## config.mk

```make
export PLATFORM = sky130hd
export DESIGN_NAME = dec
export DESIGN_NICKNAME = d
export VERILOG_FILES = /design/src/logic/cpu_pkg.sv /design/src/logic/dec.sv
export SDC_FILE = /design/constraint.sdc
export NUM_CORES = 1
export LEC_CHECK = 0
export BUFFER_PORTS_ARGS = -buffer_cell sky130_fd_sc_hd__clkbuf_2
export CAP_MARGIN = 40
export CORE_AREA = 3 3 124 126
export DETAILED_ROUTE_END_ITERATION = 10
export DIE_AREA = 0 0 127 129
export SYNTH_ARGS = -nofsm -noshare
export SYNTH_HDL_FRONTEND = slang
export SYNTH_SLANG_ARGS = --single-unit
export TNS_END_PERCENT = 20
```

## constraint.sdc

```tcl
create_clock -name clk -period 6.1 [get_ports clk]
set_input_delay 1.22 -clock clk [delete_from_list [all_inputs] [get_ports clk]]
set_output_delay 1.22 -clock clk [all_outputs]
set_load 0.005 [all_outputs]
```

## src/logic/cpu_pkg.sv

```systemverilog
package cpu_pkg;

    localparam int XLEN = 64;

    typedef logic [XLEN-1:0] xlen_t;
    typedef logic [4:0]      reg_idx_t;

    // Major opcodes of the kept subset
    localparam logic [6:0] OPC_OP_IMM = 7'b0010011;
    localparam logic [6:0] OPC_OP     = 7'b0110011;
    localparam logic [6:0] OPC_LUI    = 7'b0110111;
    localparam logic [6:0] OPC_AUIPC  = 7'b0010111;
    localparam logic [6:0] OPC_JAL    = 7'b1101111;
    localparam logic [6:0] OPC_BRANCH = 7'b1100011;

    // Field views of one instruction word
    typedef struct packed {
        logic [6:0] funct7;
        reg_idx_t   rs2;
        reg_idx_t   rs1;
        logic [2:0] funct3;
        reg_idx_t   rd;
        logic [6:0] opcode;
    } r_type_t;

    typedef struct packed {
        logic [11:0] imm;
        reg_idx_t    rs1;
        logic [2:0]  funct3;
        reg_idx_t    rd;
        logic [6:0]  opcode;
    } i_type_t;

    typedef struct packed {
        logic [19:0] imm;
        reg_idx_t    rd;
        logic [6:0]  opcode;
    } u_type_t;

    typedef struct packed {
        logic       imm12;
        logic [5:0] imm10_5;
        reg_idx_t   rs2;
        reg_idx_t   rs1;
        logic [2:0] funct3;
        logic [3:0] imm4_1;
        logic       imm11;
        logic [6:0] opcode;
    } b_type_t;

    typedef struct packed {
        logic       imm20;
        logic [9:0] imm10_1;
        logic       imm11;
        logic [7:0] imm19_12;
        reg_idx_t   rd;
        logic [6:0] opcode;
    } j_type_t;

    typedef union packed {
        r_type_t r_type;
        i_type_t i_type;
        u_type_t u_type;
        b_type_t b_type;
        j_type_t j_type;
    } instr_t;

    typedef enum logic [3:0] {
        ALU_ADD,
        ALU_SUB,
        ALU_SLT,
        ALU_SLTU,
        ALU_XOR,
        ALU_OR,
        ALU_AND,
        ALU_SLL,
        ALU_SRL,
        ALU_SRA,
        ALU_PASS_B
    } alu_op_e;

    typedef enum logic [1:0] {
        BR_NONE,
        BR_JAL,
        BR_BEQ,
        BR_BNE
    } br_kind_e;

    typedef struct packed {
        xlen_t  pc;
        instr_t instr;
    } fetch_pkt_t;

    typedef struct packed {
        xlen_t    pc;
        alu_op_e  alu_op;
        br_kind_e br_kind;
        reg_idx_t rs1;
        reg_idx_t rs2;
        reg_idx_t rd;
        xlen_t    imm;
        logic     src1_pc;
        logic     src2_imm;
        logic     wb_en;
    } dec_pkt_t;

    typedef struct packed {
        xlen_t    pc;
        alu_op_e  alu_op;
        br_kind_e br_kind;
        xlen_t    operand1;
        xlen_t    operand2;
        xlen_t    rs2_val;
        xlen_t    imm;
        reg_idx_t rd;
        logic     wb_en;
    } iss_pkt_t;

    typedef struct packed {
        xlen_t    pc;
        reg_idx_t rd;
        xlen_t    result;
        logic     wb_en;
    } retire_t;

    typedef struct packed {
        logic  valid;
        xlen_t new_pc;
    } redirect_t;

endpackage

```

## src/logic/dec.sv

```systemverilog
module dec (
    input  logic                clk,
    input  logic                rst_n,
    input  cpu_pkg::fetch_pkt_t fetch,
    input  logic                fetch_valid,
    output logic                fetch_ready,
    input  cpu_pkg::redirect_t  redirect,
    output cpu_pkg::dec_pkt_t   dpkt,
    output logic                dpkt_valid,
    input  logic                dpkt_ready
);
    import cpu_pkg::*;

    instr_t   ins;
    dec_pkt_t d;
    xlen_t    imm_i;
    xlen_t    imm_u;
    xlen_t    imm_b;
    xlen_t    imm_j;
    alu_op_e  arith_op;

    assign ins = fetch.instr;

    // Sign-extended immediates of each format
    assign imm_i = {{52{ins.i_type.imm[11]}}, ins.i_type.imm};
    assign imm_u = {{32{ins.u_type.imm[19]}}, ins.u_type.imm, 12'b0};
    assign imm_b = {{51{ins.b_type.imm12}}, ins.b_type.imm12, ins.b_type.imm11,
                    ins.b_type.imm10_5, ins.b_type.imm4_1, 1'b0};
    assign imm_j = {{43{ins.j_type.imm20}}, ins.j_type.imm20, ins.j_type.imm19_12,
                    ins.j_type.imm11, ins.j_type.imm10_1, 1'b0};

    // funct3 decode shared by OP and OP-IMM
    always_comb begin
        case (ins.r_type.funct3)
            3'b000:  arith_op = ALU_ADD;
            3'b001:  arith_op = ALU_SLL;
            3'b010:  arith_op = ALU_SLT;
            3'b011:  arith_op = ALU_SLTU;
            3'b100:  arith_op = ALU_XOR;
            3'b101:  arith_op = ins.r_type.funct7[5] ? ALU_SRA : ALU_SRL;
            3'b110:  arith_op = ALU_OR;
            default: arith_op = ALU_AND;
        endcase
    end

    always_comb begin
        d          = '0;
        d.pc       = fetch.pc;
        d.alu_op   = ALU_ADD;
        d.br_kind  = BR_NONE;
        d.rs1      = ins.r_type.rs1;
        d.rs2      = ins.r_type.rs2;
        case (ins.r_type.opcode)
            OPC_OP_IMM: begin
                // Bit 30 only matters for the right shifts, never turns ADDI into SUB
                d.alu_op   = arith_op;
                d.rs2      = '0;
                d.imm      = imm_i;
                d.src2_imm = 1'b1;
                d.wb_en    = 1'b1;
            end
            OPC_OP: begin
                d.alu_op = (ins.r_type.funct3 == 3'b000 && ins.r_type.funct7[5]) ?
                           ALU_SUB : arith_op;
                d.wb_en  = 1'b1;
            end
            OPC_LUI, OPC_AUIPC: begin
                d.alu_op   = (ins.r_type.opcode == OPC_LUI) ? ALU_PASS_B : ALU_ADD;
                d.imm      = imm_u;
                d.src1_pc  = 1'b1;
                d.src2_imm = 1'b1;
                d.wb_en    = 1'b1;
            end
            OPC_JAL: begin
                d.br_kind  = BR_JAL;
                d.imm      = imm_j;
                d.src1_pc  = 1'b1;
                d.wb_en    = 1'b1;
            end
            OPC_BRANCH: begin
                d.imm = imm_b;
                if (ins.b_type.funct3 == 3'b000) begin
                    d.br_kind = BR_BEQ;
                end else if (ins.b_type.funct3 == 3'b001) begin
                    d.br_kind = BR_BNE;
                end
            end
            default: ;
        endcase
        // Nothing without a write carries a destination
        d.rd = d.wb_en ? ins.r_type.rd : '0;
    end

    assign fetch_ready = !dpkt_valid || dpkt_ready;

    always_ff @(posedge clk) begin
        if (!rst_n) begin
            dpkt_valid <= 1'b0;
        end else if (redirect.valid) begin
            dpkt_valid <= 1'b0;
        end else if (fetch_ready) begin
            dpkt_valid <= fetch_valid;
        end
    end

    always_ff @(posedge clk) begin
        if (fetch_valid && fetch_ready) begin
            dpkt <= d;
        end
    end

endmodule

```

-- Word level (Yosys, flattened, before mapping)
Index checks and enable logic that the tools add are counted.
- input port bits: 165
- output and inout bits: 154
- logic and storage cells: 46
- bits in writable memories: 0
- flip-flop bits (word level): 153
- bits in read-only memories: 0
- bits in latches: 0
- memories kept: 0
- $lt $le $gt $ge: 0
- multiply operators: 0
- mux-type cells: 12
- add/sub/neg operators: 0
- shift-type cells: 0
- div/mod/pow operators: 0
- bitwise logic cells: 1
- reduce and logical (&&, ||, !) cells: 10
- eq/ne operators: 12
- operators with widths (operator ; number):
    64-bit case mux with 4 select lines ; 1
    4-bit case mux with 7 select lines ; 1
    7-bit by 5-bit equality test with 1-bit output, second input constant ; 2
    7-bit by 6-bit equality test with 1-bit output, second input constant ; 2
    7-bit equality test, second input constant ; 2
    4-bit case mux with 3 select lines ; 1
    3-bit equality test, second input constant ; 3
    4-bit two-way mux ; 2
    3-bit by 2-bit equality test with 1-bit output, second input constant ; 2
    3-bit OR reduction ; 2
    5-bit OR reduction ; 1
    1-bit two-way mux ; 4
    2-bit two-way mux ; 2
    2-bit case mux with 2 select lines ; 1
    2-bit OR reduction ; 2
    3-bit by 1-bit equality test with 1-bit output, second input constant ; 1
    3-bit zero test ; 1
    1-bit logical AND ; 2
    1-bit zero test ; 1
    1-bit logical OR ; 1
    1-bit inverter ; 1

-- Logic depth before layout (Yosys ltp)
Gate-level depths: netlist of the first run.
- depth in word-level cells: 4
- mapped depth: 5
- mapped depth without buffers: 3

-- Worst setup path before layout of the first run
OpenSTA, ideal clock, no wires.
- path type: input to register
- start point: in dpkt_ready
- end point: reg dpkt[0] (netlist bit), enable pin
- path buffers: 0
- stages on the path: 2
- setup time: 0.493 ns
- data arrival time: 4.150 ns
- required time: 5.607 ns
- setup slack: 1.456 ns
- cell sequence: nand2b_1 and2_1
- longest elaborated chain between the ends: 2
- ends and longest elaborated chain (element ; RTL line ; text):
    start, declared ; dec.sv:10 ; input logic dpkt_ready
    1-bit logical OR ; dec.sv:94 ; assign fetch_ready = !dpkt_valid || dpkt_ready;
    1-bit logical AND ; dec.sv:107 ; if (fetch_valid && fetch_ready) begin
    end signal, assigned ; dec.sv:108 ; dpkt <= d;
    end, declared ; dec.sv:8 ; output cpu_pkg::dec_pkt_t dpkt,
Every way passes these cells.
A chain may end at the register's enable or synchronous reset.

-- Final worst setup path of the first run
- start point: in dpkt_ready
- end point: out fetch_ready
- longest elaborated chain between the ends: 1
- ends and longest elaborated chain (element ; RTL line ; text):
    1-bit logical OR ; dec.sv:94 ;
    end, declared ; dec.sv:6 ; output logic fetch_ready,
Every way passes these cells.

==> results.yml, run 1 <==
worst_setup_path:
  path_buf_inv: 2
  cp.arrival_ns: 1.58
  start_kind: "input port"
  cp_top_family: "buffers and inverters"
  crit_type: "input port to primary output"
  critical_path.max_fanout: 3
  slowest_stage: "nand2b_1"
  crit_chain: "clkbuf_2, nand2b_1, clkbuf_2"
  end_kind: "primary output"
  required_ns: 4.88
  crit_top_cell: "clkbuf_2"
  max_stage_delay_ns: 0.16
cts:
  cts_tree: "yes"
  numClockSinks: 121
  cts-resized-gates: 0
  htree_levels: 4
  postCtsHoldBufs: 0
  cts_inserted_buffers: 17
  clk_pin_slew_ns: 0.06
  cts-root-buf: "clkbuf_16"
  post-cts-setup-buffer-count: 0
  cts_max_path_buffers: 2
  clkLatencyLatePin_ns: 0.41
finish:
  diodes: 0
  layout.area.seq_mm2: 0.00362
  layout-drive-gt1-share: 0.592
  multi_input_area_um2: 692
  fillers: 1321
  area_growth_pct: 40.2
  nets: 655
logic_synthesis:
  syn_nets: 421
  yosysUniqueCellTypes: 39
  synth_area_per_cell_um2: 18.1
  ys_ff_latch: 121
  yosysTopAreaCellShare: 0.779
  syn_inst: 256
  synth_warnings: 0
  synth_top_area_cell: "edfxtp_1"
  yosys.area_share.xor_xnor: 0.00379
  synth_top_family_by_area: "simple AND/OR/NAND/NOR gates"
  synthAdderAreaFrac: 0.00217
  syn_area_mm2: 0.00462
  synth-compound-area-share: 0.0682
  synth_seq_area_share: 0.784
  synthSimpleGateAreaFrac: 0.0750
  ys_top_cells_by_area: "edfxtp_1, buf_4, o2bb2ai_1"
  synth_mux_area_frac: 0
die:
  ioPinCount: 319
  die-area_mm2: 0.0164
  initial_utilization: 0.321
  core-area_mm2: 0.0144
  die_y_um: 129
  row_count: 44
  die_w_um: 127
routing:
  via_per_inst: 4.46
  drtIter0Drc: 115
  vias: 3067
  wl_per_cell_um: 16.8
  dr.pass1.iters: 4
  antenna_left: 0
  routed_wl_mm: 11.6
  drc: 0
pwr:
  ir_worst_vdd_mv: 0.152
  p_int_mw: 1.69
  p_sw_uw: 469
  switching_share: 0.217
  total_power_mw: 2.16
  p_clk_frac: 0.476
  power_density_mw_per_mm2: 333
  power_leakage_nw: 2.89
  pwr-share-comb: 0.069
  power_frac_seq: 0.455
placed_design:
  hpwl_mm: 8.82
  portBuffers: 254
  gp_congestion: 0.734
global_routing:
  grt_overflow_total: 0
  grt_max_degree: 70
  grt_pass1_wl_mm: 16.4
  grt_pass1_vias: 2902
  antenna_found_initial: 0
  track_usage: 0.134
sta:
  rsz0062_at_grt: "no"
  finalClockSkew_ns: 0.00320
  tightestPinTransition_ns: 0.788
  slew-limit-headroom: 0.474
  finalSetupTns_ns: 0
  final_hold_viol_count: 0
  min_period_ns: 2.80
  setup_violations: 0
  fmax_mhz: 357
  hold_slack_ns: 0.548
  period_share: 0.460
  maxSlewViolCount: 0
outcome:
  outcome: "complete, no violations"
flow_run:
  max_cap_violations: 0
min_path:
  hp-class: "flop to flop"
==> final timing paths <==
path	depth (start not counted)	endpoint	from	slack (ns)
setup / recovery	3	fetch_ready	dpkt_ready	3.30
hold / removal	2	dpkt_valid	dpkt_valid	0.55
setup reg to reg	3	dpkt[84]	dpkt_valid	4.55
hold reg to reg	2	dpkt_valid	dpkt_valid	0.55
==> worst register-to-register path, cell delays in order (launching register included) <==
cell	delay [ns]
dfxtp_1	0.31
nand2b_1	0.11
and2_4	0.20
buf_4	0.53
==> cell families (layout without fill, tap and decap cells) <==
| group | count (synthesis) | count (layout) |
|---|---|---|
| flops | 121 | 121 |
| xor+xnor | 2 | 2 |
| buf+inv | 44 | 291 |
| fa+ha+maj | 1 | 1 |
| simple gates | 50 | 50 |
| compound gates | 38 | 38 |
==> cell type report <==
type | count | share of cell area
Sequential cell | 121 | 0.559
Clock buffer | 17 | 0.0656
Tap cell | 184 | 0.0355
Timing Repair Buffer | 256 | 0.202
Inverter | 3 | 0.00174
Multi-Input combinational cell | 91 | 0.107
Clock inverter | 15 | 0.0295
==> cells in the final DEF, fill, tap and decap left out, drive strengths merged, types with 3 or more instances in the layout <==
cell type,netlist,routed
inv,3,9
nor3b,14,14
edfxtp,120,120
a21oi,5,5
clkbuf,3,271
nand2b,4,4
and3,3,3
o2bb2ai,15,15
a21o,8,8
nor2b,6,6
nand2,7,7
bufinv,0,3
and2,5,5
clkinv,0,4
nor2,4,4
==> per-layer routing <==
metal	GRT usage	routed length [um]
met2	0.233	6050
met4	0.0580	192
met5	0	0
met1	0.153	4460
met3	0.0440	850
==> through the flow <==
stage / util / instance area [um2] / std cells / setup WS, ns
floorplan: - / 4620 / 256 / 1.46
global route: 0.449 / 6480 / 687 / 3.23
global placement: 0.405 / 5840 / 654 / 2.84
detailed placement: 0.406 / 5860 / 655 / 3.30
CTS: 0.449 / 6480 / 687 / 3.29
finish: 0.449 / 6480 / 687 / 3.30
==> registers in the layout (all words and copies together) (netlist names) <==
register	count
dpkt	120
dpkt_valid	1
==> synthesized netlist by cell type (all sizes together) <==
| master | n |
|---|---|
| or2 | 1 |
| nand2b | 4 |
| inv | 3 |
| nand2 | 7 |
| o2bb2ai | 15 |
| nor3b | 14 |
| a32o | 2 |
| maj3 | 1 |
| and2 | 5 |
| and3b | 1 |
| nor2b | 6 |
| a22oi | 2 |
| o21ai | 1 |
| nand3 | 1 |
| and4bb | 1 |
| nor2 | 4 |
| dfxtp | 1 |
| nand3b | 1 |
| o21a | 1 |
| and4b | 1 |
| a21o | 8 |
| edfxtp | 120 |
| clkbuf | 3 |
| a31o | 1 |
| nor4 | 1 |
| buf | 38 |
| a21oi | 5 |
| o211a | 1 |
| xnor2 | 2 |
| a22o | 1 |
| a221o | 1 |
| and3 | 3 |
==> power groups by stage <==
stage,combinational (mW),clock [mW],sequential [mW]
2_1_floorplan,0.0532,0,1.01
3_3_place_gp,0.147,0,0.998
3_5_place_dp,0.152,0,1.00
4_1_cts,0.152,1.06,0.983
5_1_grt,0.162,1.10,0.986
6_report,0.148,1.03,0.982
Note: power is estimated with default switching activity, not from simulation.
==> run 2: changes to the inputs <==
Clock period 6.1 ns to 2.6 ns, I/O delays scaled along.
==> results.yml, run 2 (same netlist as run 1, synthesis figures left out) <==
outcome:
  outcome: "complete, no violations"
min_path:
  hold_path_depth: 1
  whs_endpoint: "dpkt[98]"
  hp-class: "input port to flop"
  min_from: "fetch[42]"
finish:
  nets: 656
  diodes: 0
  area_growth_pct: 41.8
  largest_reg_flops: 120
  largestRegisters: "dpkt (120), dpkt_valid (1)"
  final_cell_mix: "clkbuf_2, edfxtp_1, clkbuf_16"
  final_util: 0.455
  final_common_cell: "clkbuf_2"
  final_cells: 688
  layout-drive-gt1-share: 0.585
  regMostFlops: "dpkt"
placed_design:
  gp_congestion: 0.758
  hpwl_mm: 9.04
  dpl.cell_count: 656
  portBuffers: 254
worst_setup_path:
  critical_path.max_fanout: 33
  cp.arrival_ns: 1.19
  required_ns: 2.08
  crit_type: "flop to primary output"
  rr_startpoint: "dpkt_valid"
  end_kind: "primary output"
  start_kind: "flop"
  r2r_end: "dpkt[126]"
  reg2regPathDepth: 3
  r2r_slack_ns: 1.17
sta:
  setup_violations: 0
  rsz0062_at_grt: "no"
  final_hold_viol_count: 0
  slew-limit-headroom: 0.633
  period_share: 0.659
  maxSlewViolCount: 0
  finalClockSkew_ns: 0.00612
  fmax_mhz: 583
  min_period_ns: 1.71
  tightestPinTransition_ns: 0.550
  finalSetupTns_ns: 0
global_routing:
  grt_max_degree: 61
  top_usage_layer: "met2"
  track_usage: 0.140
  grt_pass1_vias: 3002
  use_met3: 0.0461
  grt_pass1_wl_mm: 16.9
  met2_usage: 0.238
  antenna_found_initial: 0
  grtUsageMet1: 0.160
  grt_overflow_total: 0
die:
  ioPinCount: 319
  row_count: 44
  die_y_um: 129
  die_w_um: 127
  core-area_mm2: 0.0144
  die-area_mm2: 0.0164
  initial_utilization: 0.321
cts:
  postCtsHoldBufs: 0
  cts-resized-gates: 0
  cts_inserted_buffers: 17
  post-cts-setup-buffer-count: 0
  clkLatencyLatePin_ns: 0.41
  cts-root-buf: "clkbuf_16"
  cts_max_path_buffers: 2
  clk_pin_slew_ns: 0.05
  numClockSinks: 121
  cts_tree: "yes"
  htree_levels: 4
routing:
  vias: 3075
  wl_per_cell_um: 17.0
  drtIter0Drc: 150
  drc: 0
  antenna_left: 0
  via_per_inst: 4.47
  routed_wl_mm: 11.7
  dr.pass1.iters: 4
pwr:
  p_clk_frac: 0.503
  power_density_mw_per_mm2: 815
  p_int_mw: 4.32
  p_sw_mw: 1.03
  total_power_mw: 5.35
  switching_share: 0.193
  ir_worst_vdd_mv: 0.338
  power_frac_seq: 0.430
  pwr-share-comb: 0.067
  power_leakage_nw: 2.92
flow_run:
  max_cap_violations: 0
==> run 2: cell count changes in the layout (fill, tap and decap cells not counted), sizes merged <==
cell      change
bufinv        +4
buf           +1
clkinv        +2
clkbuf        +1
inv           -6
clkinvlp      -1
==> run 2: critical path: stages, from the launching register on <==
cell,delay (ns)
edfxtp_1,0.32
buf_4,0.28
clkbuf_2,0.18
==> run 2: worst max-delay path by stage <==
| stage | startpoint | endpoint | slack, ns | cells after the start |
|---|---|---|---|---|
| 2_1_floorplan | dpkt_ready | dpkt[0] | 0.62 | 2 |
| 3_3_place_gp | fetch[5] | dpkt[30] | 0.69 | 4 |
| 3_5_place_dp | fetch[5] | dpkt[28] | 0.68 | 4 |
| 4_1_cts | dpkt[65] | dpkt[64] | 0.82 | 2 |
| 5_1_grt | dpkt[65] | dpkt[47] | 0.78 | 2 |
| 6_report | dpkt[65] | dpkt[64] | 0.89 | 2 |
==> run 2: power by group through the flow <==
stage,sequential [mW],clock [mW],combinational [mW]
4_1_cts,2.30,2.76,0.371
5_1_grt,2.31,2.85,0.395
3_5_place_dp,2.34,0,0.370
6_report,2.30,2.69,0.359
3_3_place_gp,2.33,0,0.363
2_1_floorplan,2.36,0,0.126
==> run 2: final cells by class <==
class / instances / area (um2)
clock buffer: 18 / 429
clock inverter: 14 / 251
fill: 1347 / 7870
inverter: 3 / 11.3
multi-input combinational: 91 / 692
sequential: 121 / 3620
tap: 184 / 230
timing repair buffer: 257 / 1320
==> run 2: stage by stage <==
step | area (um2) | hold WS [ns] | worst slack, ns
detailed placement | 5880 | 0.540 | 0.677
finish | 6560 | 0.281 | 0.886
global route | 6560 | 0.254 | 0.779
floorplan | 4630 | 0.534 | 0.616
global placement | 5880 | 0.521 | 0.688
CTS | 6560 | 0.252 | 0.820
==> run 2: per-layer routing <==
layer  vias to the layer above  part of all wire  wire [um]
li1                       1434                 -          -
met2                       145              0.53       6240
met4                         0             0.016        191
met3                        13             0.071        835
met1                      1483              0.38       4440
met5                         -                 0          0
==> run 3: changes to the inputs <==
Settings changed: ABC_AREA set to 1, PLACE_DENSITY set to 0.65.
Clock period 2.6 ns to 1.7 ns, I/O delays scaled along.
==> results.yml, run 3 <==
routing:
  vias: 3519
  antenna_left: 0
  wl_per_cell_um: 15.4
  dr.pass1.iters: 4
  routed_wl_mm: 12.4
  met2WireLength_mm: 6.41
  routedLengthMet1_mm: 4.82
  via_per_inst: 4.40
  drtIter0Drc: 139
  wl_met3_um: 872
  drc: 0
  top_layer_used: "met4"
cts:
  clkLatencyLatePin_ns: 0.40
  postCtsHoldBufs: 0
  numClockSinks: 121
  clk_pin_slew_ns: 0.05
  cts_tree: "yes"
  cts_max_path_buffers: 2
  cts-resized-gates: 0
  htree_levels: 4
  cts-root-buf: "clkbuf_16"
  cts_inserted_buffers: 17
  post-cts-setup-buffer-count: 0
finish:
  final_common_cell: "clkbuf_2"
  largest_reg_flops: 120
  largestRegisters: "dpkt (120), dpkt_valid (1)"
  layout-drive-gt1-share: 0.503
  final_cell_area_mm2: 0.00671
  fillers: 1351
  diodes: 0
  area_growth_pct: 41.8
  nets: 768
  final_util: 0.465
  final_cells: 800
  regMostFlops: "dpkt"
  final_cell_mix: "clkbuf_2, edfxtp_1, nand2_1"
global_routing:
  track_usage: 0.151
  grt_pass1_wl_mm: 18.6
  grt_pass1_vias: 3461
  grt_max_degree: 72
  grt_overflow_total: 0
  antenna_found_initial: 0
logic_synthesis:
  ys_top_cells_by_area: "edfxtp_1, nand2_1, buf_4"
  synth_edf_count: 120
  async_reset_ff_frac: 0
  ys_dominant_reg_cell: "edfxtp_1"
  syn_inst: 354
  synth_warnings: 0
  syn_nets: 519
  synth_seq_area_share: 0.766
  ys_ff_latch: 121
  syn_area_mm2: 0.00473
  yosysTopAreaCellShare: 0.761
  yosysMostFrequentCell: "edfxtp_1"
  synth_area_per_cell_um2: 13.4
  yosysUniqueCellTypes: 22
  yosys-top-cells-count: "edfxtp_1, nand2_1, buf_4, nand3_1, inv_1"
  synth_top_area_cell: "edfxtp_1"
worst_setup_path:
  crit_chain: "buf_4, clkbuf_2"
  max_stage_delay_ns: 0.34
  start_kind: "flop"
  end_kind: "primary output"
  required_ns: 1.36
  critical_path.max_fanout: 33
  cp.arrival_ns: 1.19
  slowest_stage: "edfxtp_1"
  crit_type: "flop to primary output"
placed_design:
  portBuffers: 254
  dpl.cell_count: 768
  gp_congestion: 0.747
  hpwl_mm: 9.47
  pre_cts_slack_ns: 0.147
  dpl-instance-area_mm2: 0.00611
outcome:
  outcome: "complete, no violations"
die:
  row_count: 44
  core-area_mm2: 0.0144
  die-area_mm2: 0.0164
  die_y_um: 129
  ioPinCount: 319
  die_w_um: 127
  initial_utilization: 0.328
sta:
  maxSlewViolCount: 0
  min_period_ns: 1.53
  finalClockSkew_ns: 0.00397
  slew-limit-headroom: 0.752
  period_share: 0.899
  hold_slack_ns: 0.0994
  tightestPinTransition_ns: 0.373
  fmax_mhz: 655
  rsz0062_at_grt: "no"
  setup_violations: 0
  finalSetupTns_ns: 0
  final_hold_viol_count: 0
  setup_ws_ns: 0.172
pwr:
  ir_worst_vdd_mv: 0.620
  total_power_mw: 7.65
  power_leakage_nw: 3.26
  power_density_mw_per_mm2: 1140
flow_run:
  max_cap_violations: 0
min_path:
  hp-class: "input port to flop"
==> run 3: changes by cell type after synthesis, sizes merged, moves of 13 or more <==
cell	change
inv	+32
nand2	+88
nand3	+34
nor2	+14
nor3b	-13
o2bb2ai	-15
==> run 3: kinds of logic after synthesis <==
| group | Yosys count | synth area share |
|---|---|---|
| compound gates | 8 | 0.0103 |
| buf+inv | 74 | 0.0883 |
| flops | 121 | 0.766 |
| simple gates | 151 | 0.136 |
==> run 3: final timing paths <==
kind,startpoint,to,slack [ns],cells past startpoint
setup / recovery,dpkt[65],dpkt[39],0.17,2
hold reg to reg,dpkt_valid,dpkt_valid,0.60,2
setup reg to reg,dpkt_valid,dpkt[94],0.40,2
hold / removal,redirect[64],dpkt_valid,0.1,2
==> run 3: critical path, delay by kind of cell, from the launching register on <==
family / cells / cell delay, ns
buffers and inverters: 2 / 0.44
flip-flops: 1 / 0.34
==> run 3: final cells by class <==
| cell class | instances | area [um2] | share of cell area |
|---|---|---|---|
| Multi-Input combinational cell | 159 | 703 | 0.105 |
| Clock buffer | 17 | 425 | 0.0634 |
| Timing Repair Buffer | 269 | 1420 | 0.212 |
| Inverter | 35 | 131 | 0.0196 |
| Sequential cell | 121 | 3620 | 0.540 |
| Clock inverter | 15 | 178 | 0.0265 |
| Tap cell | 184 | 230 | 0.0343 |
==> run 3: routing by layer <==
layer	vias up	global-route usage
met1	1668	0.177
met4	0	0.0744
met5	-	0
met2	153	0.256
li1	1679	-
met3	19	0.0411
==> run 3: power by group <==
| group | internal [mW] | switching (mW) |
|---|---|---|
| Sequential | 3.47 | 0.0456 |
| Clock | 2.31 | 1.28 |
| Combinational | 0.250 | 0.296 |
| Total | 6.02 | 1.63 |
